==> src/common/mem_infra_pkg.sv <==
`default_nettype none

package mem_infra_pkg;

  // Configuration port geometry
  localparam int cfg_addr_w = 2;
  localparam int cfg_data_w = 8;

  // Signed phase offset in fine-shift taps, two's complement
  localparam int ps_off_w = 8;

  // Register map

  // Signed target offset, a write also starts a move
  localparam logic [cfg_addr_w-1:0] addr_ps_target = 2'd0;

  // Read-only status
  // bit 0 busy, bit 1 rstdiv0, rest zero
  localparam logic [cfg_addr_w-1:0] addr_status = 2'd1;

  // Read-only current signed offset
  localparam logic [cfg_addr_w-1:0] addr_ps_offset = 2'd2;

  // Lock-loss count, any write clears it
  localparam logic [cfg_addr_w-1:0] addr_lock_loss = 2'd3;

endpackage

`default_nettype wire

==> src/reset_sync.sv <==
`timescale 1ns/1ps
`default_nettype none

module reset_sync #(
  // Cycles from release of the reset condition to rstdiv0 low
  parameter int rst_div_sync_num = 33
) (
  input  logic clk_bufg,
  input  logic rst_tmp,
  input  logic pll_lock,
  input  logic iodelay_ctrl_rdy,
  output logic rstdiv0
);

  // Any of these holds the controller in reset
  logic rst_comb;

  // Release chain, all ones while in reset
  logic [rst_div_sync_num-1:0] rstdiv0_sync_r;

  // System reset, clock manager not locked, or IDELAY not calibrated
  assign rst_comb = rst_tmp | ~pll_lock | ~iodelay_ctrl_rdy;

  // Assert at once, even with no clock running
  // Deassert only after a run of stable clocks has passed
  always_ff @(posedge clk_bufg or posedge rst_comb) begin
    if (rst_comb) begin
      rstdiv0_sync_r <= '1;
    end else begin
      // Zero enters at bit 0 and walks up to the top
      rstdiv0_sync_r <= rstdiv0_sync_r << 1;
    end
  end

  // Top bit clears on the last edge of the chain
  assign rstdiv0 = rstdiv0_sync_r[rst_div_sync_num-1];

endmodule

`default_nettype wire

==> src/lock_monitor.sv <==
`timescale 1ns/1ps
`default_nettype none

module lock_monitor import mem_infra_pkg::*; (
  input  logic                  clk_bufg,
  input  logic                  rst_tmp,
  input  logic                  pll_lock,
  input  logic                  lock_clr,
  output logic [cfg_data_w-1:0] lock_loss_cnt
);

  // Previous lock level for edge detection
  logic lock_d;
  // High for one cycle when lock drops
  logic lock_fall;

  // Locked last cycle, unlocked now
  assign lock_fall = lock_d & ~pll_lock;

  // Starts low so a clock manager still locking after reset is not counted
  always_ff @(posedge clk_bufg or posedge rst_tmp) begin
    if (rst_tmp) begin
      lock_d <= 1'b0;
    end else begin
      lock_d <= pll_lock;
    end
  end

  // Saturating count of lock drops
  always_ff @(posedge clk_bufg or posedge rst_tmp) begin
    if (rst_tmp) begin
      lock_loss_cnt <= '0;
    end else if (lock_clr) begin
      // Software clear wins over a drop in the same cycle
      lock_loss_cnt <= '0;
    end else if (lock_fall && (lock_loss_cnt != '1)) begin
      lock_loss_cnt <= lock_loss_cnt + 1'b1;
    end
  end

endmodule

`default_nettype wire

==> src/phase_shift/ps_regs.sv <==
`timescale 1ns/1ps
`default_nettype none

module ps_regs import mem_infra_pkg::*; (
  input  logic                       clk_bufg,
  input  logic                       rst_tmp,
  // Configuration port
  input  logic                       cfg_wr,
  input  logic [cfg_addr_w-1:0]      cfg_addr,
  input  logic [cfg_data_w-1:0]      cfg_wdata,
  output logic [cfg_data_w-1:0]      cfg_rdata,
  // To the phase controller and lock monitor
  output logic signed [ps_off_w-1:0] ps_target,
  output logic                       ps_go,
  output logic                       lock_clr,
  // Read-back sources
  input  logic                       ps_busy,
  input  logic signed [ps_off_w-1:0] ps_offset,
  input  logic                       rstdiv0,
  input  logic [cfg_data_w-1:0]      lock_loss_cnt
);

  // Write decode
  logic wr_target;
  logic wr_lock_clr;

  // Status word, busy in bit 0 and reset in bit 1
  logic [cfg_data_w-1:0] status_word;

  assign wr_target   = cfg_wr && (cfg_addr == addr_ps_target);
  assign wr_lock_clr = cfg_wr && (cfg_addr == addr_lock_loss);

  assign status_word = {{(cfg_data_w-2){1'b0}}, rstdiv0, ps_busy};

  // Target register
  // Kept across internal resets so software can read back what it asked for
  always_ff @(posedge clk_bufg or posedge rst_tmp) begin
    if (rst_tmp) begin
      ps_target <= '0;
    end else if (wr_target) begin
      // Raw data word taken as two's complement taps
      ps_target <= signed'(cfg_wdata);
    end
  end

  // Go and clear pulses
  // Both land on the cycle after the write, together with the new target
  always_ff @(posedge clk_bufg or posedge rst_tmp) begin
    if (rst_tmp) begin
      ps_go    <= 1'b0;
      lock_clr <= 1'b0;
    end else begin
      ps_go    <= wr_target;
      lock_clr <= wr_lock_clr;
    end
  end

  // Read-back mux, purely combinational on the address
  always_comb begin
    cfg_rdata = '0;
    case (cfg_addr)
      addr_ps_target: begin
        cfg_rdata = ps_target;
      end
      addr_status: begin
        cfg_rdata = status_word;
      end
      addr_ps_offset: begin
        cfg_rdata = ps_offset;
      end
      addr_lock_loss: begin
        cfg_rdata = lock_loss_cnt;
      end
      default: begin
        cfg_rdata = '0;
      end
    endcase
  end

endmodule

`default_nettype wire

==> src/phase_shift/ps_ctrl.sv <==
`timescale 1ns/1ps
`default_nettype none

module ps_ctrl import mem_infra_pkg::*; (
  input  logic                       clk_bufg,
  input  logic                       rstdiv0,
  // From the register block
  input  logic signed [ps_off_w-1:0] ps_target,
  input  logic                       ps_go,
  // Clock manager fine phase shift
  input  logic                       psdone,
  output logic                       psen,
  output logic                       psincdec,
  // Status back to the register block
  output logic                       ps_busy,
  output logic signed [ps_off_w-1:0] ps_offset
);

  // FSM encoding
  localparam logic [1:0] st_idle      = 2'd0;
  localparam logic [1:0] st_wait_done = 2'd1;
  localparam logic [1:0] st_gap       = 2'd2;

  // One fine-shift tap
  localparam logic signed [ps_off_w-1:0] one_tap = 1;

  logic [1:0]                 state;
  logic                       at_target;
  logic                       step_up;
  logic signed [ps_off_w-1:0] offset_next;

  // Signed compare of where we are against where software wants to be
  assign at_target = (ps_target == ps_offset);
  assign step_up   = (ps_target > ps_offset);

  // Offset once the step in flight completes
  assign offset_next = psincdec ? (ps_offset + one_tap) : (ps_offset - one_tap);

  // Offset follows the clock manager phase, which also resets with lock
  always_ff @(posedge clk_bufg or posedge rstdiv0) begin
    if (rstdiv0) begin
      state     <= st_idle;
      psen      <= 1'b0;
      psincdec  <= 1'b0;
      ps_busy   <= 1'b0;
      ps_offset <= '0;
    end else begin
      // psen is a single-cycle strobe
      psen <= 1'b0;
      case (state)
        st_idle: begin
          // A move only starts on a write to the target
          if (ps_go && !at_target) begin
            psen     <= 1'b1;
            psincdec <= step_up;
            ps_busy  <= 1'b1;
            state    <= st_wait_done;
          end
        end
        st_wait_done: begin
          // Direction stays on the pins until the clock manager answers
          if (psdone) begin
            ps_offset <= offset_next;
            psincdec  <= 1'b0;
            // Busy drops with the step that lands on the target
            ps_busy   <= (offset_next != ps_target);
            state     <= st_gap;
          end
        end
        st_gap: begin
          // One idle cycle between steps
          // target may have moved, so compare again
          if (!at_target) begin
            psen     <= 1'b1;
            psincdec <= step_up;
            ps_busy  <= 1'b1;
            state    <= st_wait_done;
          end else begin
            state <= st_idle;
          end
        end
        default: begin
          state <= st_idle;
        end
      endcase
    end
  end

endmodule

`default_nettype wire

==> src/mem_infra_top.sv <==
`timescale 1ns/1ps
`default_nettype none

module mem_infra_top import mem_infra_pkg::*; #(
  // Depth of the reset release chain in clk_bufg cycles
  parameter int rst_div_sync_num = 33
) (
  input  logic                  clk_bufg,
  input  logic                  rst_tmp,
  input  logic                  pll_lock,
  input  logic                  iodelay_ctrl_rdy,
  input  logic                  psdone,
  input  logic                  cfg_wr,
  input  logic [cfg_addr_w-1:0] cfg_addr,
  input  logic [cfg_data_w-1:0] cfg_wdata,
  output logic [cfg_data_w-1:0] cfg_rdata,
  output logic                  psen,
  output logic                  psincdec,
  output logic                  rstdiv0
);

  // Register block to phase controller
  logic signed [ps_off_w-1:0] ps_target;
  logic                       ps_go;
  logic                       ps_busy;
  logic signed [ps_off_w-1:0] ps_offset;

  // Register block to lock monitor
  logic                  lock_clr;
  logic [cfg_data_w-1:0] lock_loss_cnt;

  // Internal reset release after lock and IDELAY ready
  reset_sync #(
    .rst_div_sync_num (rst_div_sync_num)
  ) u_reset_sync (
    .clk_bufg         (clk_bufg),
    .rst_tmp          (rst_tmp),
    .pll_lock         (pll_lock),
    .iodelay_ctrl_rdy (iodelay_ctrl_rdy),
    .rstdiv0          (rstdiv0)
  );

  // Counts lock drops, runs on system reset only
  lock_monitor u_lock_monitor (
    .clk_bufg      (clk_bufg),
    .rst_tmp       (rst_tmp),
    .pll_lock      (pll_lock),
    .lock_clr      (lock_clr),
    .lock_loss_cnt (lock_loss_cnt)
  );

  // Software-visible registers
  ps_regs u_ps_regs (
    .clk_bufg      (clk_bufg),
    .rst_tmp       (rst_tmp),
    .cfg_wr        (cfg_wr),
    .cfg_addr      (cfg_addr),
    .cfg_wdata     (cfg_wdata),
    .cfg_rdata     (cfg_rdata),
    .ps_target     (ps_target),
    .ps_go         (ps_go),
    .lock_clr      (lock_clr),
    .ps_busy       (ps_busy),
    .ps_offset     (ps_offset),
    .rstdiv0       (rstdiv0),
    .lock_loss_cnt (lock_loss_cnt)
  );

  // Fine phase stepping, held in reset with the rest of the controller
  ps_ctrl u_ps_ctrl (
    .clk_bufg  (clk_bufg),
    .rstdiv0   (rstdiv0),
    .ps_target (ps_target),
    .ps_go     (ps_go),
    .psdone    (psdone),
    .psen      (psen),
    .psincdec  (psincdec),
    .ps_busy   (ps_busy),
    .ps_offset (ps_offset)
  );

endmodule

`default_nettype wire

==> config.mk <==
export PLATFORM = sky130hd
export DESIGN_NAME = mem_infra_top
export DESIGN_NICKNAME = d
export VERILOG_FILES = /design/src/common/mem_infra_pkg.sv /design/src/reset_sync.sv /design/src/lock_monitor.sv /design/src/phase_shift/ps_regs.sv /design/src/phase_shift/ps_ctrl.sv /design/src/mem_infra_top.sv
export SDC_FILE = /design/constraint.sdc
export NUM_CORES = 1
export LEC_CHECK = 0
export ABC_AREA = 1
export BUFFER_PORTS_ARGS = -buffer_cell sky130_fd_sc_hd__buf_2
export CAP_MARGIN = 20
export CORE_MARGIN = 2
export CORE_UTILIZATION = 25
export CTS_CLUSTER_SIZE = 20
export DETAILED_ROUTE_END_ITERATION = 6
export PLACE_DENSITY = 0.52
export SLEW_MARGIN = 20
export SYNTH_ARGS = -nofsm -noshare
export SYNTH_HDL_FRONTEND = slang
export SYNTH_SLANG_ARGS = --single-unit
export TNS_END_PERCENT = 5
==> constraint.sdc <==
create_clock -name clk_bufg -period 1.7 [get_ports clk_bufg]
set_input_delay 0.085 -clock clk_bufg [delete_from_list [all_inputs] [get_ports clk_bufg]]
set_output_delay 0.085 -clock clk_bufg [all_outputs]
set_load 0.01 [all_outputs]
* Word level (Yosys, flattened, before mapping)
Index checks and enable logic that the tools add are counted.
** Storage, ports and cells
- Input port bits :: 16
- Register bits after elaboration :: 65
** Operators by class
- Add/subtract/negate cells :: 3
- Bitwise logic cells :: 5
- Reduce and logical (&&, ||, !) cells :: 12
- Mux-type cells :: 19
- Equal/unequal tests :: 11
- Order comparisons :: 1
** Operators by type and width (number)
- one-hot mux 8 bit (4 select lines) :: 1
- 2-to-1 mux 8 bit :: 3
- 2-to-1 mux 1 bit :: 9
- adder 8 x 1 -> 8 bit, second input constant :: 1
- adder 8 x 2 -> 8 bit, second input constant :: 1
- == test 8 bit :: 1
- > comparator 8 bit :: 1
- inequality test 8 bit :: 1
- inequality test 8 bit, second input constant :: 1
- subtractor 8 x 2 -> 8 bit, second input constant :: 1
- == test 2 bit, second input constant :: 3
- one-hot mux 1 bit (3 select lines) :: 2
- one-hot mux 2 bit (3 select lines) :: 1
- == test 2 x 1 -> 1 bit, second input constant :: 2
- logical AND 1 bit :: 4
- logical NOT 2 bit :: 2
- 2-to-1 mux 2 bit :: 2
- inequality test 2 bit, second input constant :: 2
- AND reduction 2 bit :: 2
- AND reduction 4 bit :: 1
- nonzero test 3 bit :: 1
- inequality test 2 x 1 -> 1 bit, second input constant :: 1
- inverter 1 bit :: 2
- bitwise OR 1 bit :: 2
- other kinds (4) :: 4

* Logic depth before layout (Yosys ltp)
- Word-level depth :: 5
- Mapped depth :: 15
- Gate-level depth less buffers :: 15

* By module
Synthesis repeated with hierarchy kept, for this count alone.
** Unflattened totals
- Cells, all modules :: 369
- Area total of the unflattened synthesis :: 3255.6 µm²
** Modules (own cells, without submodules)
- ps_ctrl :: instances 1, cells each 183, area an instance 1246.2 µm²
- reset_sync :: instances 1, cells each 36, area an instance 880.8 µm²
- ps_regs :: instances 1, cells each 81, area an instance 595.6 µm²
- lock_monitor :: instances 1, cells each 69, area an instance 533.0 µm²

* Worst setup path after synthesis
Ideal clock, no wire load.
- Path type :: flip-flop to flip-flop
- From :: reg u_ps_ctrl.psincdec
- To :: reg u_ps_ctrl.ps_busy
- Arrival :: 1.810 ns
- Stages on the path, launching flop included :: 12
- Period minus slack after synthesis :: 1.922 ns
- Path slack :: -0.222 ns
- Setup time :: 0.113 ns
- Path buffers :: 0
- Path through :: dfrtp_1 > inv_1 > ha_1 > or2_4 > nand3_1 > nand3_1 > nand3_1 > nand2_1 > nor2_1 > nand3_1 > nand2_1 > inv_1
** Between the ends
- Cells in the longest elaborated chain, start to end :: 4
** RTL lines
- start: declaration :: RTL line ps_ctrl.sv:13 : output logic psincdec,
- start signal: assignment :: RTL line ps_ctrl.sv:55 : psincdec <= step_up;
- start signal: assignment :: RTL line ps_ctrl.sv:75 : psincdec <= step_up;
- 2-to-1 mux 8 bit :: RTL line ps_ctrl.sv:37 : assign offset_next = psincdec ? (ps_offset + one_tap) : (ps_offset - one_tap);
- inequality test 8 bit :: RTL line ps_ctrl.sv:66 : ps_busy <= (offset_next != ps_target);
- 2-to-1 mux 1 bit :: RTL line ps_ctrl.sv:62 : if (psdone) begin
- one-hot mux 1 bit (3 select lines) :: RTL line ps_ctrl.sv:50 : case (state)
- end signal: assignment :: RTL line ps_ctrl.sv:66
- end: declaration :: RTL line ps_ctrl.sv:15 : output logic ps_busy,
Every way passes these cells. The select of a mux whose other input is x is not followed.
A chain may end at the register's enable or synchronous reset.

* Worst setup path after layout
Ends and elaborated chain as after synthesis.

==> metrics.txt <==
largest net degree at the start of global routing 34; Tightest Pin Transition around 0.61 ns; met1 global-route usage about 15%; number of hold violations in the final report 0; failing checks setup timing; Placement Rows 40; gr ovfl total 0; Core Box Area ~0.012 mm²; Post-Syn Area per Cell a little over 9 µm²; Iter 0 DRT Violations 96; P&R area growth vs syn 36.6%; syn_nets 370; Yosys top cell area share between 20% and 30%; die area between 0.01 and 0.015 mm²; final setup vio count 2; initial core utilization around 26%; H-tree depth 3; number of synthesized register bits 65; first-pass GRT wire length between 10 and 15 mm; yosys warns 0; Area contributors post-synth dfstp_2, dfrtp_1, nand2_1; Power Density 1770 mW/mm²; Via density roughly 4.4; Pleak 2.02 nW; Max Cap Viol 0; CP max FO 4; clock root buffer clkbuf_16; sequential power share between 20% and 30%; final WL ~7.5 mm; CP arrival between 2 and 2.5 ns; TritonCTS clock tree done; FMAX around 540 MHz; final routed DRC violation total 0; HP Class input port to register; Cells after Synth 338; required arrival time at the worst endpoint between 1.5 and 2 ns; vias in the first global route around 2,600; DP Area 0.00373 mm²; maximum vdd ir drop 0.707 mV; post-synthesis sequential area ratio 54.1%; fin area between 0.004 and 0.005 mm²; Inserted Clock Buffers 9; Slew Limit Fails 0; antenna-violating nets left 0; M3 GR Usage around 3.3%; most used routing layer met2; sw frac 38.7%; outcome finished with violations; routed len/inst between 10 and 15 µm; clk slew on worst S/H paths 0.05 ns; GP Congestion between 0.8 and 0.9; Top FF cell, synth dfstp_2; synth unique cells 34; worst path setup slack after routing -0.162 ns; share of cells above drive strength 1 between 30% and 40%; crit end category register; Post-synth EDFFs 0; skew final between 0.005 and 0.006 ns; most common library cells after synthesis nand2_1, inv_1, dfstp_2, nand3_1, dfrtp_1; Die W 115 µm; PortBufs 26; Int Pwr about 4.6 mW; die span in y approximately 120 µm; Total GRT Usage approximately 12%; Net Switching 2.89 mW; total number of vias roughly 2,500; Post-Syn Area slightly above 0.003 mm²; clk buf depth 2; Synth area leader dfstp_2; # diodes 0; count leader, synth nand2_1; CTS Sinks 65; First-pass DRT Iterations 4; grt met2 use 20.5%; Overall Power approximately 7.5 mW; Clock power frac 22.8%; antenna violations before repair 0; crit share post-route 110%; asr flop ratio synth 100%; kind of critical path register to register; Layout Nets roughly 460; Skew-Pair Late Insertion Delay about 0.33 ns; unrepaired setup endpoints after global routing true; I/O Pins 27; Max transition margin around three fifths; Detailed Place HPWL 5.59 mm; Tmin final approximately 1.9 ns; Combinational Power Share around half; startpoint types register
[state kept, by name, indices dropped and copies added, names as in the netlist]
signal                        count
u_ps_ctrl.state                   2
u_ps_regs.ps_go                   1
u_ps_regs.ps_target               8
u_ps_regs.lock_clr                1
u_ps_ctrl.psincdec                1
u_ps_ctrl.psen                    1
u_lock_monitor.lock_d             1
u_ps_ctrl.ps_offset               8
u_reset_sync.rstdiv0_sync_r      33
u_lock_monitor.lock_loss_cnt      8
u_ps_ctrl.ps_busy                 1
[cell type report]
| class | count | area [µm²] |
|---|---|---|
| clock buffers | 10 | 239 |
| clock inverters | 6 | 38.8 |
| fillers | 1227 | 7800 |
| inverters | 49 | 189 |
| multi-input cells | 223 | 1350 |
| flip-flops and latches | 65 | 1670 |
| well taps | 147 | 184 |
| repair buffers | 77 | 541 |
[through the flow]
| step | instances | hold slack [ns] | util [%] | setup TNS (ns) | worst slack (ns) |
|---|---|---|---|---|---|
| after detailed placement | 548 | 0.153 | 31.0 | -0.421 | -0.219 |
| after global placement | 548 | 0.148 | 31.0 | -0.311 | -0.191 |
| after global routing | 577 | 0.0836 | 35.1 | -0.580 | -0.355 |
| after CTS | 576 | 0.0313 | 34.5 | -0.197 | -0.167 |
| final | 577 | 0.0481 | 35.1 | -0.165 | -0.162 |
| after floorplan | 338 | 0.0361 | - | -0.0444 | -0.0444 |
[layer usage]
layer  vias up  share of wire [%]
li1       1270                  -
met1      1198                 45
met2        54                 49
met3        15                3.3
met4         0                2.8
met5         -                  0
[worst paths after layout]
kind                                                 start                             end  slack [ns]  depth (start not counted)
setup / recovery                        u_ps_ctrl.psincdec               u_ps_ctrl.ps_busy       -0.16                         11
hold / removal                                      cfg_wr              u_ps_regs.lock_clr        0.05                          3
setup reg to reg                        u_ps_ctrl.psincdec               u_ps_ctrl.ps_busy       -0.16                         11
hold reg to reg            u_reset_sync.rstdiv0_sync_r[32]              u_ps_ctrl.state[1]        0.35                          1
max in group asynchronous  u_reset_sync.rstdiv0_sync_r[32]              u_ps_ctrl.psincdec        0.91                          1
min in group asynchronous                 iodelay_ctrl_rdy  u_reset_sync.rstdiv0_sync_r[3]        0.17                          4
[critical path, cell delays in order (launching register included)]
cell	delay (ns)
dfrtp_2	0.45
fa_2	0.56
xor2_1	0.14
nand2_1	0.07
nor2_1	0.09
nand2_1	0.07
nor2_1	0.08
nand2_1	0.06
nor2_1	0.09
nand3_1	0.07
nand2_1	0.06
inv_1	0.03
[logic make-up (layout without fill, tap and decap cells)]
logic type | Yosys count | after routing | synth area share, %
xor+xnor | 7 | 7 | 1.99
buf+inv | 50 | 142 | 6.13
flops | 65 | 65 | 54.1
fa+ha+maj | 16 | 16 | 6.74
simple gates | 155 | 155 | 22.8
compound gates | 44 | 44 | 8.08
other cells | 1 | 1 | 0.122
[placed cells by master (no fill, tap or decap), types with 4 or more instances in the layout]
master | synthesis | routed
dlygate4sd3_1 | 0 | 11
nand3_1 | 33 | 32
buf_2 | 1 | 26
o21ai_1 | 3 | 5
dfstp_2 | 33 | 33
dfrtp_1 | 32 | 31
o21ai_0 | 20 | 16
ha_4 | 0 | 5
inv_4 | 0 | 4
a21oi_1 | 11 | 10
nand2_2 | 5 | 10
xor2_1 | 6 | 6
nand3_2 | 3 | 4
nand2_1 | 81 | 76
clkbuf_16 | 0 | 9
nor2_2 | 4 | 7
inv_1 | 48 | 44
ha_1 | 15 | 10
buf_4 | 0 | 40
nor2_1 | 19 | 16
[power by group through the flow]
stage,registers [mW],clock network (mW),logic (mW)
final,2.05,1.71,3.72
after global routing,2.07,1.83,4.23
after CTS,2.04,1.76,3.56
after detailed placement,2.06,0,3.41
after global placement,2.05,0,3.37
after floorplan,2.04,0,2.12
[what timing repair did]
item | in CTS | in global routing
endpoints found under the setup margin | 5 | 8
setup buffers | 1 | 1
pin swaps | 3 | 2
hold buffers | 11 | 0
gates resized for setup | 7 | 15
endpoints found under the hold margin | 29 | 0
Power figures use the tool's default switching activity.
